--- src/camera_pkg.sv ---
package camera_pkg;

   // frame geometry
   localparam int FRAME_W = 320;
   localparam int FRAME_H = 180;
   localparam int FB_DEPTH = FRAME_W * FRAME_H;
   localparam int FB_ADDR_W = $clog2(FB_DEPTH);

   // counter and data widths
   localparam int HCOUNT_W = 9;
   localparam int VCOUNT_W = 8;
   localparam int PIXEL_W = 16;
   localparam int CHAN_W = 8;

   // per-frame sums, worst case 319 * 57600 still fits
   localparam int SUM_W = 25;
   localparam int CNT_W = 16;
   // divider step counter
   localparam int DIV_STEP_W = $clog2(SUM_W + 1);

   // luma weights, scaled by 256
   localparam logic signed [8:0] Y_COEF_R = 9'sd66;
   localparam logic signed [8:0] Y_COEF_G = 9'sd129;
   localparam logic signed [8:0] Y_COEF_B = 9'sd25;
   localparam logic signed [8:0] Y_OFFSET = 9'sd16;

   // red-difference chroma weights, scaled by 256
   localparam logic signed [8:0] CR_COEF_R = 9'sd112;
   localparam logic signed [8:0] CR_COEF_G = -9'sd94;
   localparam logic signed [8:0] CR_COEF_B = -9'sd18;
   localparam logic signed [8:0] CR_OFFSET = 9'sd128;

   // pink window on chroma, inclusive
   localparam logic [CHAN_W-1:0] MASK_LOWER = 8'hA0;
   localparam logic [CHAN_W-1:0] MASK_UPPER = 8'hF0;

   // pipeline depth of chroma_mask
   localparam int CHROMA_LATENCY = 3;

   typedef struct packed {
      logic [HCOUNT_W-1:0] x;
      logic [VCOUNT_W-1:0] y;
   } px_coord_t;

   typedef enum logic [1:0] {
      MODE_CAMERA    = 2'd0,
      MODE_LUMA      = 2'd1,
      MODE_MASK      = 2'd2,
      MODE_CROSSHAIR = 2'd3
   } display_mode_t;

endpackage
--- src/tracker_top.sv ---
`timescale 1ns/1ps

module tracker_top import camera_pkg::*; (
   input  logic                 clk_camera,
   input  logic                 sys_rst_camera,
   // camera bus
   input  logic [7:0]           camera_d_i,
   input  logic                 cam_pclk_i,
   input  logic                 cam_hsync_i,
   input  logic                 cam_vsync_i,
   input  display_mode_t        display_mode_i,
   // frame-buffer write port
   output logic [FB_ADDR_W-1:0] fb_addr_o,
   output logic [PIXEL_W-1:0]   fb_data_o,
   output logic                 fb_we_o,
   // held centre of mass
   output logic [HCOUNT_W-1:0]  com_x_o,
   output logic [VCOUNT_W-1:0]  com_y_o,
   output logic                 com_valid_o
);

   // straight from capture
   logic               pix_valid;
   logic [PIXEL_W-1:0] pix_data;
   px_coord_t          pix_coord;
   // aligned with the chroma output
   logic               al_valid;
   logic [CHAN_W-1:0]  al_luma;
   logic               al_mask;
   px_coord_t          al_coord;
   logic [PIXEL_W-1:0] al_pixel;

   pixel_reconstruct u_capture (
      .clk_camera     (clk_camera),
      .sys_rst_camera (sys_rst_camera),
      .camera_d_i     (camera_d_i),
      .cam_pclk_i     (cam_pclk_i),
      .cam_hsync_i    (cam_hsync_i),
      .cam_vsync_i    (cam_vsync_i),
      .pix_valid_o    (pix_valid),
      .pix_data_o     (pix_data),
      .pix_coord_o    (pix_coord)
   );

   chroma_mask u_chroma (
      .clk_camera     (clk_camera),
      .sys_rst_camera (sys_rst_camera),
      .valid_i        (pix_valid),
      .pixel_i        (pix_data),
      .valid_o        (al_valid),
      .luma_o         (al_luma),
      .mask_o         (al_mask)
   );

   // coordinate and pixel follow the chroma pipeline
   delay_line #(.T(px_coord_t), .DEPTH(CHROMA_LATENCY)) u_coord_dly (
      .clk_camera (clk_camera),
      .data_i     (pix_coord),
      .data_o     (al_coord)
   );

   delay_line #(.T(logic [PIXEL_W-1:0]), .DEPTH(CHROMA_LATENCY)) u_pixel_dly (
      .clk_camera (clk_camera),
      .data_i     (pix_data),
      .data_o     (al_pixel)
   );

   center_of_mass u_com (
      .clk_camera     (clk_camera),
      .sys_rst_camera (sys_rst_camera),
      .valid_i        (al_valid),
      .coord_i        (al_coord),
      .mask_i         (al_mask),
      .com_x_o        (com_x_o),
      .com_y_o        (com_y_o),
      .com_valid_o    (com_valid_o)
   );

   video_mux u_mux (
      .clk_camera     (clk_camera),
      .sys_rst_camera (sys_rst_camera),
      .valid_i        (al_valid),
      .coord_i        (al_coord),
      .pixel_i        (al_pixel),
      .luma_i         (al_luma),
      .mask_i         (al_mask),
      .com_x_i        (com_x_o),
      .com_y_i        (com_y_o),
      .display_mode_i (display_mode_i),
      .fb_addr_o      (fb_addr_o),
      .fb_data_o      (fb_data_o),
      .fb_we_o        (fb_we_o)
   );

endmodule

--- src/video_mux.sv ---
`timescale 1ns/1ps

module video_mux import camera_pkg::*; (
   input  logic                 clk_camera,
   input  logic                 sys_rst_camera,
   input  logic                 valid_i,
   input  px_coord_t            coord_i,
   input  logic [PIXEL_W-1:0]   pixel_i,
   input  logic [CHAN_W-1:0]    luma_i,
   input  logic                 mask_i,
   input  logic [HCOUNT_W-1:0]  com_x_i,
   input  logic [VCOUNT_W-1:0]  com_y_i,
   input  display_mode_t        display_mode_i,
   output logic [FB_ADDR_W-1:0] fb_addr_o,
   output logic [PIXEL_W-1:0]   fb_data_o,
   output logic                 fb_we_o
);

   logic [FB_ADDR_W-1:0] addr_calc;
   logic [PIXEL_W-1:0]   mode_data;
   logic                 on_cross;

   always_comb begin
      // row-major frame-buffer layout
      addr_calc = FB_ADDR_W'(coord_i.y) * FB_ADDR_W'(FRAME_W) + FB_ADDR_W'(coord_i.x);
      on_cross  = (coord_i.x == com_x_i) || (coord_i.y == com_y_i);
      case (display_mode_i)
         MODE_CAMERA: begin
            mode_data = pixel_i;
         end
         MODE_LUMA: begin
            // grey, same luma in every field
            mode_data = {luma_i[7:3], luma_i[7:2], luma_i[7:3]};
         end
         MODE_MASK: begin
            mode_data = mask_i ? '1 : '0;
         end
         MODE_CROSSHAIR: begin
            mode_data = on_cross ? '1 : pixel_i;
         end
         default: begin
            mode_data = pixel_i;
         end
      endcase
   end

   always_ff @(posedge clk_camera) begin
      if (sys_rst_camera) begin
         fb_we_o <= 1'b0;
      end else begin
         fb_we_o <= valid_i;
      end
   end

   always_ff @(posedge clk_camera) begin
      if (valid_i) begin
         fb_addr_o <= addr_calc;
         fb_data_o <= mode_data;
      end
   end

endmodule

--- src/center_of_mass.sv ---
`timescale 1ns/1ps

module center_of_mass import camera_pkg::*; (
   input  logic                clk_camera,
   input  logic                sys_rst_camera,
   input  logic                valid_i,
   input  px_coord_t           coord_i,
   input  logic                mask_i,
   output logic [HCOUNT_W-1:0] com_x_o,
   output logic [VCOUNT_W-1:0] com_y_o,
   output logic                com_valid_o
);

   // running sums for the current frame
   logic [SUM_W-1:0] sum_x, sum_y;
   logic [SUM_W-1:0] next_sum_x, next_sum_y;
   logic [CNT_W-1:0] cnt, next_cnt;
   logic             hit;
   logic             last_px;
   // captured operands for the dividers
   logic             start_div;
   logic [SUM_W-1:0] div_in_x, div_in_y;
   logic [CNT_W-1:0] div_in_cnt;
   // divider results
   logic             done_x, done_y;
   logic             both_done;
   logic [SUM_W-1:0] quo_x, quo_y;

   always_comb begin
      hit     = valid_i && mask_i;
      last_px = valid_i && (coord_i.x == HCOUNT_W'(FRAME_W - 1))
                        && (coord_i.y == VCOUNT_W'(FRAME_H - 1));
      // include the current pixel so the last one is counted too
      next_sum_x = sum_x + (hit ? SUM_W'(coord_i.x) : '0);
      next_sum_y = sum_y + (hit ? SUM_W'(coord_i.y) : '0);
      next_cnt   = cnt + CNT_W'(hit);
      // same start and fixed latency, both finish together
      both_done  = done_x && done_y;
   end

   always_ff @(posedge clk_camera) begin
      if (sys_rst_camera) begin
         sum_x       <= '0;
         sum_y       <= '0;
         cnt         <= '0;
         start_div   <= 1'b0;
         com_x_o     <= '0;
         com_y_o     <= '0;
         com_valid_o <= 1'b0;
      end else begin
         if (last_px) begin
            sum_x <= '0;
            sum_y <= '0;
            cnt   <= '0;
         end else begin
            sum_x <= next_sum_x;
            sum_y <= next_sum_y;
            cnt   <= next_cnt;
         end
         // empty frame leaves the held centre alone
         start_div <= last_px && (next_cnt != '0);
         com_valid_o <= both_done;
         if (both_done) begin
            com_x_o <= quo_x[HCOUNT_W-1:0];
            com_y_o <= quo_y[VCOUNT_W-1:0];
         end
      end
   end

   always_ff @(posedge clk_camera) begin
      if (last_px) begin
         div_in_x   <= next_sum_x;
         div_in_y   <= next_sum_y;
         div_in_cnt <= next_cnt;
      end
   end

   divider u_div_x (
      .clk_camera     (clk_camera),
      .sys_rst_camera (sys_rst_camera),
      .start_i        (start_div),
      .dividend_i     (div_in_x),
      .divisor_i      (div_in_cnt),
      .done_o         (done_x),
      .quotient_o     (quo_x)
   );

   divider u_div_y (
      .clk_camera     (clk_camera),
      .sys_rst_camera (sys_rst_camera),
      .start_i        (start_div),
      .dividend_i     (div_in_y),
      .divisor_i      (div_in_cnt),
      .done_o         (done_y),
      .quotient_o     (quo_y)
   );

endmodule

--- src/chroma_mask.sv ---
`timescale 1ns/1ps

module chroma_mask import camera_pkg::*; (
   input  logic               clk_camera,
   input  logic               sys_rst_camera,
   input  logic               valid_i,
   input  logic [PIXEL_W-1:0] pixel_i,
   output logic               valid_o,
   output logic [CHAN_W-1:0]  luma_o,
   output logic               mask_o
);

   // stage one, widened channels
   logic              v1;
   logic [CHAN_W-1:0] r8, g8, b8;
   // weighted sums before clamping
   logic signed [2*CHAN_W+3:0] y_acc, cr_acc;
   logic signed [2*CHAN_W+3:0] y_full, cr_full;
   // stage two, clamped results
   logic              v2;
   logic [CHAN_W-1:0] y_st2, cr_st2;

   function automatic logic [CHAN_W-1:0] clamp_chan(input logic signed [2*CHAN_W+3:0] v);
      if (v < 0) begin
         return '0;
      end else if (v > 255) begin
         return '1;
      end
      return v[CHAN_W-1:0];
   endfunction

   // valid chain
   always_ff @(posedge clk_camera) begin
      if (sys_rst_camera) begin
         v1      <= 1'b0;
         v2      <= 1'b0;
         valid_o <= 1'b0;
      end else begin
         v1      <= valid_i;
         v2      <= v1;
         valid_o <= v2;
      end
   end

   always_comb begin
      // products are signed, channels treated as positive
      y_acc  = $signed({1'b0, r8}) * Y_COEF_R + $signed({1'b0, g8}) * Y_COEF_G
             + $signed({1'b0, b8}) * Y_COEF_B;
      cr_acc = $signed({1'b0, r8}) * CR_COEF_R + $signed({1'b0, g8}) * CR_COEF_G
             + $signed({1'b0, b8}) * CR_COEF_B;
      y_full  = (y_acc >>> 8) + Y_OFFSET;
      cr_full = (cr_acc >>> 8) + CR_OFFSET;
   end

   always_ff @(posedge clk_camera) begin
      // rgb565 fields padded with zeros
      r8 <= {pixel_i[15:11], 3'b000};
      g8 <= {pixel_i[10:5], 2'b00};
      b8 <= {pixel_i[4:0], 3'b000};
      y_st2  <= clamp_chan(y_full);
      cr_st2 <= clamp_chan(cr_full);
      luma_o <= y_st2;
      // inclusive window test
      mask_o <= (cr_st2 >= MASK_LOWER) && (cr_st2 <= MASK_UPPER);
   end

endmodule

--- src/pixel_reconstruct.sv ---
`timescale 1ns/1ps

module pixel_reconstruct import camera_pkg::*; (
   input  logic                clk_camera,
   input  logic                sys_rst_camera,
   input  logic [7:0]          camera_d_i,
   input  logic                cam_pclk_i,
   input  logic                cam_hsync_i,
   input  logic                cam_vsync_i,
   output logic                pix_valid_o,
   output logic [PIXEL_W-1:0]  pix_data_o,
   output px_coord_t           pix_coord_o
);

   // two-flop synchronizers
   logic [7:0] d_s1, d_s2;
   logic       pclk_s1, pclk_s2;
   logic       hs_s1, hs_s2;
   logic       vs_s1, vs_s2;

   // edge detect stage, data kept aligned with the edge flag
   logic       pclk_prev;
   logic       pclk_rise;
   logic [7:0] d_r;
   logic       hs_r, hs_prev;
   logic       vs_r;

   // byte pairing and counters
   logic                low_phase;
   logic [7:0]          high_byte;
   logic [HCOUNT_W-1:0] hcount;
   logic [VCOUNT_W-1:0] vcount;
   logic                take_byte;
   logic                hs_fall;

   always_ff @(posedge clk_camera) begin
      d_s1    <= camera_d_i;
      d_s2    <= d_s1;
      pclk_s1 <= cam_pclk_i;
      pclk_s2 <= pclk_s1;
      hs_s1   <= cam_hsync_i;
      hs_s2   <= hs_s1;
      vs_s1   <= cam_vsync_i;
      vs_s2   <= vs_s1;
      // one more stage so data lines up with pclk_rise
      pclk_prev <= pclk_s2;
      d_r       <= d_s2;
      hs_r      <= hs_s2;
      hs_prev   <= hs_r;
      vs_r      <= vs_s2;
   end

   // rising edge of the sampled pixel clock
   always_ff @(posedge clk_camera) begin
      if (sys_rst_camera) begin
         pclk_rise <= 1'b0;
      end else begin
         pclk_rise <= pclk_s2 & ~pclk_prev;
      end
   end

   always_comb begin
      take_byte = pclk_rise && hs_r && !vs_r;
      hs_fall   = hs_prev && !hs_r && !vs_r;
   end

   // control: phase, counters, valid strobe
   always_ff @(posedge clk_camera) begin
      if (sys_rst_camera) begin
         low_phase   <= 1'b0;
         hcount      <= '0;
         vcount      <= '0;
         pix_valid_o <= 1'b0;
      end else begin
         pix_valid_o <= 1'b0;
         if (vs_r) begin
            // frame start, back to column 0 row 0
            low_phase <= 1'b0;
            hcount    <= '0;
            vcount    <= '0;
         end else if (hs_fall) begin
            low_phase <= 1'b0;
            hcount    <= '0;
            vcount    <= vcount + 1'b1;
         end else if (take_byte) begin
            low_phase <= ~low_phase;
            if (low_phase) begin
               pix_valid_o <= 1'b1;
               hcount      <= hcount + 1'b1;
            end
         end
      end
   end

   // payload: high byte first, low byte completes the word
   always_ff @(posedge clk_camera) begin
      if (take_byte && !low_phase) begin
         high_byte <= d_r;
      end
      if (take_byte && low_phase) begin
         pix_data_o    <= {high_byte, d_r};
         pix_coord_o.x <= hcount;
         pix_coord_o.y <= vcount;
      end
   end

endmodule

--- src/divider.sv ---
`timescale 1ns/1ps

module divider import camera_pkg::*; (
   input  logic             clk_camera,
   input  logic             sys_rst_camera,
   input  logic             start_i,
   input  logic [SUM_W-1:0] dividend_i,
   input  logic [CNT_W-1:0] divisor_i,
   output logic             done_o,
   output logic [SUM_W-1:0] quotient_o
);

   logic                  busy;
   logic [DIV_STEP_W-1:0] bits_left;
   // dividend shifts out the top while quotient bits enter at the bottom
   logic [SUM_W-1:0]      quo;
   logic [CNT_W-1:0]      rem;
   logic [CNT_W-1:0]      div;
   logic [CNT_W:0]        shifted;
   logic [CNT_W:0]        diff;
   logic                  fits;

   always_comb begin
      shifted = {rem, quo[SUM_W-1]};
      diff    = shifted - {1'b0, div};
      fits    = shifted >= {1'b0, div};
   end

   always_ff @(posedge clk_camera) begin
      if (sys_rst_camera) begin
         busy      <= 1'b0;
         bits_left <= '0;
         done_o    <= 1'b0;
      end else begin
         done_o <= 1'b0;
         if (start_i && !busy) begin
            busy      <= 1'b1;
            bits_left <= DIV_STEP_W'(SUM_W);
         end else if (busy) begin
            if (bits_left == '0) begin
               // all bits resolved, one cycle to publish
               busy   <= 1'b0;
               done_o <= 1'b1;
            end else begin
               bits_left <= bits_left - 1'b1;
            end
         end
      end
   end

   always_ff @(posedge clk_camera) begin
      if (start_i && !busy) begin
         quo <= dividend_i;
         rem <= '0;
         div <= divisor_i;
      end else if (busy && bits_left != '0) begin
         // restore by keeping the old remainder when the trial fails
         rem <= fits ? diff[CNT_W-1:0] : shifted[CNT_W-1:0];
         quo <= {quo[SUM_W-2:0], fits};
      end
      if (busy && bits_left == '0) begin
         quotient_o <= quo;
      end
   end

endmodule

--- src/delay_line.sv ---
`timescale 1ns/1ps

module delay_line #(
   parameter type T     = logic,
   parameter int  DEPTH = 1
) (
   input  logic clk_camera,
   input  T     data_i,
   output T     data_o
);

   // shift register, one slot per cycle of delay
   T pipe [DEPTH];

   always_ff @(posedge clk_camera) begin
      pipe[0] <= data_i;
      for (int i = 1; i < DEPTH; i++) begin
         pipe[i] <= pipe[i-1];
      end
   end

   assign data_o = pipe[DEPTH-1];

endmodule

--- config.mk ---
export PLATFORM = sky130hd
export DESIGN_NAME = tracker_top
export DESIGN_NICKNAME = d
export VERILOG_FILES = /design/src/camera_pkg.sv /design/src/tracker_top.sv /design/src/video_mux.sv /design/src/center_of_mass.sv /design/src/chroma_mask.sv /design/src/pixel_reconstruct.sv /design/src/divider.sv /design/src/delay_line.sv
export SDC_FILE = /design/constraint.sdc
export NUM_CORES = 1
export LEC_CHECK = 0
export ABC_CLOCK_PERIOD_IN_PS = 10000
export BUFFER_PORTS_ARGS = -buffer_cell sky130_fd_sc_hd__buf_2
export CAP_MARGIN = 10
export CELL_PAD_IN_SITES_DETAIL_PLACEMENT = 0
export CELL_PAD_IN_SITES_GLOBAL_PLACEMENT = 1
export CORE_UTILIZATION = 51
export CTS_CLUSTER_DIAMETER = 150
export DETAILED_ROUTE_END_ITERATION = 7
export PLACE_DENSITY = 0.84
export SETUP_SLACK_MARGIN = 0.2
export SLEW_MARGIN = 20
export SYNTH_ARGS = -nofsm -noshare
export SYNTH_HDL_FRONTEND = slang
export SYNTH_HIERARCHICAL = 1
export SYNTH_SLANG_ARGS = --single-unit
--- constraint.sdc ---
create_clock -name clk_camera -period 10 [get_ports clk_camera]
set_clock_uncertainty 0.1 [all_clocks]
set_input_delay 0.5 -clock clk_camera [delete_from_list [all_inputs] [get_ports clk_camera]]
set_output_delay 0.5 -clock clk_camera [all_outputs]
set_load 0.01 [all_outputs]
==> metrics.txt <==
Detailed Place HPWL about 35 mm; CTS sink count approximately 560; Final Setup Violations 0; mean number of vias per cell roughly 5.4; Tmin final between 6 and 7 ns; worst hold slack 0.221 ns; Worst-Margin Slew 1.04 ns; WP data required around 10 ns; fin area approximately 28000 sq um; RSZ-0062 raised after global routing false; drt initial violations ~940; Max IR drop VDD ~0.19 mV; Longest Clk Path Bufs 3; Vias approximately 17000; antenna cell count 0; CTS Root Cell clkbuf_16; Placed Area about 26000 sq um; Pins Over Slew Limit 0; Synth Area per Inst 11.0 sq um; power per cell area between 150 and 200 nW/um^2; row cnt between 80 and 90; max capacitance violation total 0; routability congestion estimate from global placement roughly 0.84; hold path start u_coord_dly/pipe[0][20]; crit-path max cell delay slightly below 0.6 ns; reg2reg end u_chroma/cr_st2[0]; CP Launch Type register; Port-buffer cells between 60 and 70; Slew headroom between 20% and 30%; DIE WIDTH between 200 and 250 um; critical path fanouts, max 7; TritonCTS clock tree built; critical path class register to register; global-route wire length before repair around 83 mm; Syn Inst Count between 2000 and 2500; Critical Path Start u_chroma/b8[7]; # IOs 66; Setup TNS 0 ns; Fin. Hold Viols 0; initial antenna violation count 0; Fmax achieved roughly 150 MHz; status finished clean; area grow syn2layout 10.7%; Reg2Reg Launch Point u_chroma/b8[7]; Nets around 2600; Worst Hold Class register to register; largest net degree at the start of global routing 68; reg2reg path depth 29; Detail Route Antenna Nets 0; Chip Height 225 um; Core Util, Final a little under three fifths; post-synth design cell area 25500 sq um; wire length per cell around 17 um; Die ar. between 50000 and 60000 sq um; crit-path most repeated cell inv_1; Global Route Usage Sum a little over 20%; Remaining DRCs 0; hold depth 0; CP max stage cell fa_1; Setup crit end u_chroma/cr_st2[0]; number of global-route vias before repair 16500; Synth Warn # 6; clk_lat worst skew between 0.6 and 0.7 ns; final wirelength between 50 and 60 mm; non-filler cells, final 3072; Initial Utilization 51.9%; Critical Path AT 7.18 ns; share of cells above drive strength 1 around 9.2%; H-tree Lvls 2; core area just under 50000 sq um; critical path endpoint category register; total iterations of the first detailed-routing run 6; grt total ovfl 0; CTS buffer count 55; syn_nets between 2000 and 3000; Leakage 11.6 nW; cells resized by post-CTS repair 0; Cells after DPL between 2000 and 3000; Worst-path clk slew ~0.06 ns; period utilisation layout roughly two thirds; R2R setup slack around 3.2 ns
==> layout by cell type (no fill, tap or decap), types with 28 or more instances in the layout <==
cell type / n
edfxtp_1: 238
nor3_1: 43
buf_2: 65
xnor2_1: 78
ha_1: 170
nand2_1: 279
nand3_1: 69
fa_1: 37
xor2_1: 50
nand2b_1: 30
inv_1: 166
and2_1: 30
clkbuf_16: 56
o31ai_1: 28
a21oi_1: 108
dfxtp_1: 324
o21ai_0: 83
a21o_1: 32
and3_1: 28
nor2_1: 82
mux2i_1: 34
==> final cells by class <==
cell class	count	area [sq um]
flip-flops and latches	563	13700
fillers	4133	20900
clock buffers	81	1540
inverters	170	638
clock inverters	23	315
repair buffers	88	526
well taps	664	831
multi-input cells	1483	10700
==> power by group <==
group	switching (mW)	leakage, nW	internal (mW)	total, mW
logic	0.108	6.03	0.0774	0.185
clock network	0.867	0.900	1.23	2.09
registers	0.0198	4.70	2.41	2.43
total	0.995	11.6	3.71	4.71
==> routing by layer <==
metal  share of wire (%)  track usage (%)
met1                  47             27.3
met2                  47             33.8
met3                 4.6             2.99
met4                 1.8             5.53
met5                   0                0
==> through the flow <==
step                      power, mW  setup WS (ns)
after detailed placement       2.66           3.21
after global placement         2.65           3.56
final                          4.71           3.15
after global routing           4.87           2.66
after floorplan                2.62           1.55
after CTS                      4.76           3.15
==> flip-flops by register name (all words and copies together) (netlist names), 17 cells and up <==
signal                 count
u_pixel_dly/pipe          48
u_com/u_div_x/quo         25
u_coord_dly/pipe          51
u_com/sum_y               25
u_com/div_in_y            25
u_com/div_in_x            25
u_com/u_div_y/quo         25
u_com/sum_x               25
u_capture/pix_coord_o     17
==> worst max-delay path, delay by kind of cell (launching register included) <==
kind	cells	cell delay, ns
AO/OA/AOI/OAI	10	1.95
adder cells (fa/ha/maj)	7	2.78
XOR/XNOR	1	0.24
buffers and inverters	7	0.56
AND/OR/NAND/NOR	4	0.58
flip-flops	1	0.46
==> what timing repair did <==
| item | CTS | global route |
|---|---|---|
| buffers inserted | 0 | 0 |
| setup endpoints to repair | 0 | 0 |
| endpoints found under the hold margin | 11 | 0 |
| hold buffers | 11 | 0 |
==> how the worst min path moves through the flow <==
stage                              endpoint  slack [ns]
floorplan                  u_capture/d_r[0]        0.21
global placement    u_coord_dly/pipe[0][38]        0.21
detailed placement  u_coord_dly/pipe[0][19]        0.21
CTS                 u_coord_dly/pipe[0][37]        0.22
global route        u_coord_dly/pipe[0][49]        0.23
finish              u_coord_dly/pipe[0][37]        0.22
Note: power is estimated with default switching activity, not from simulation.
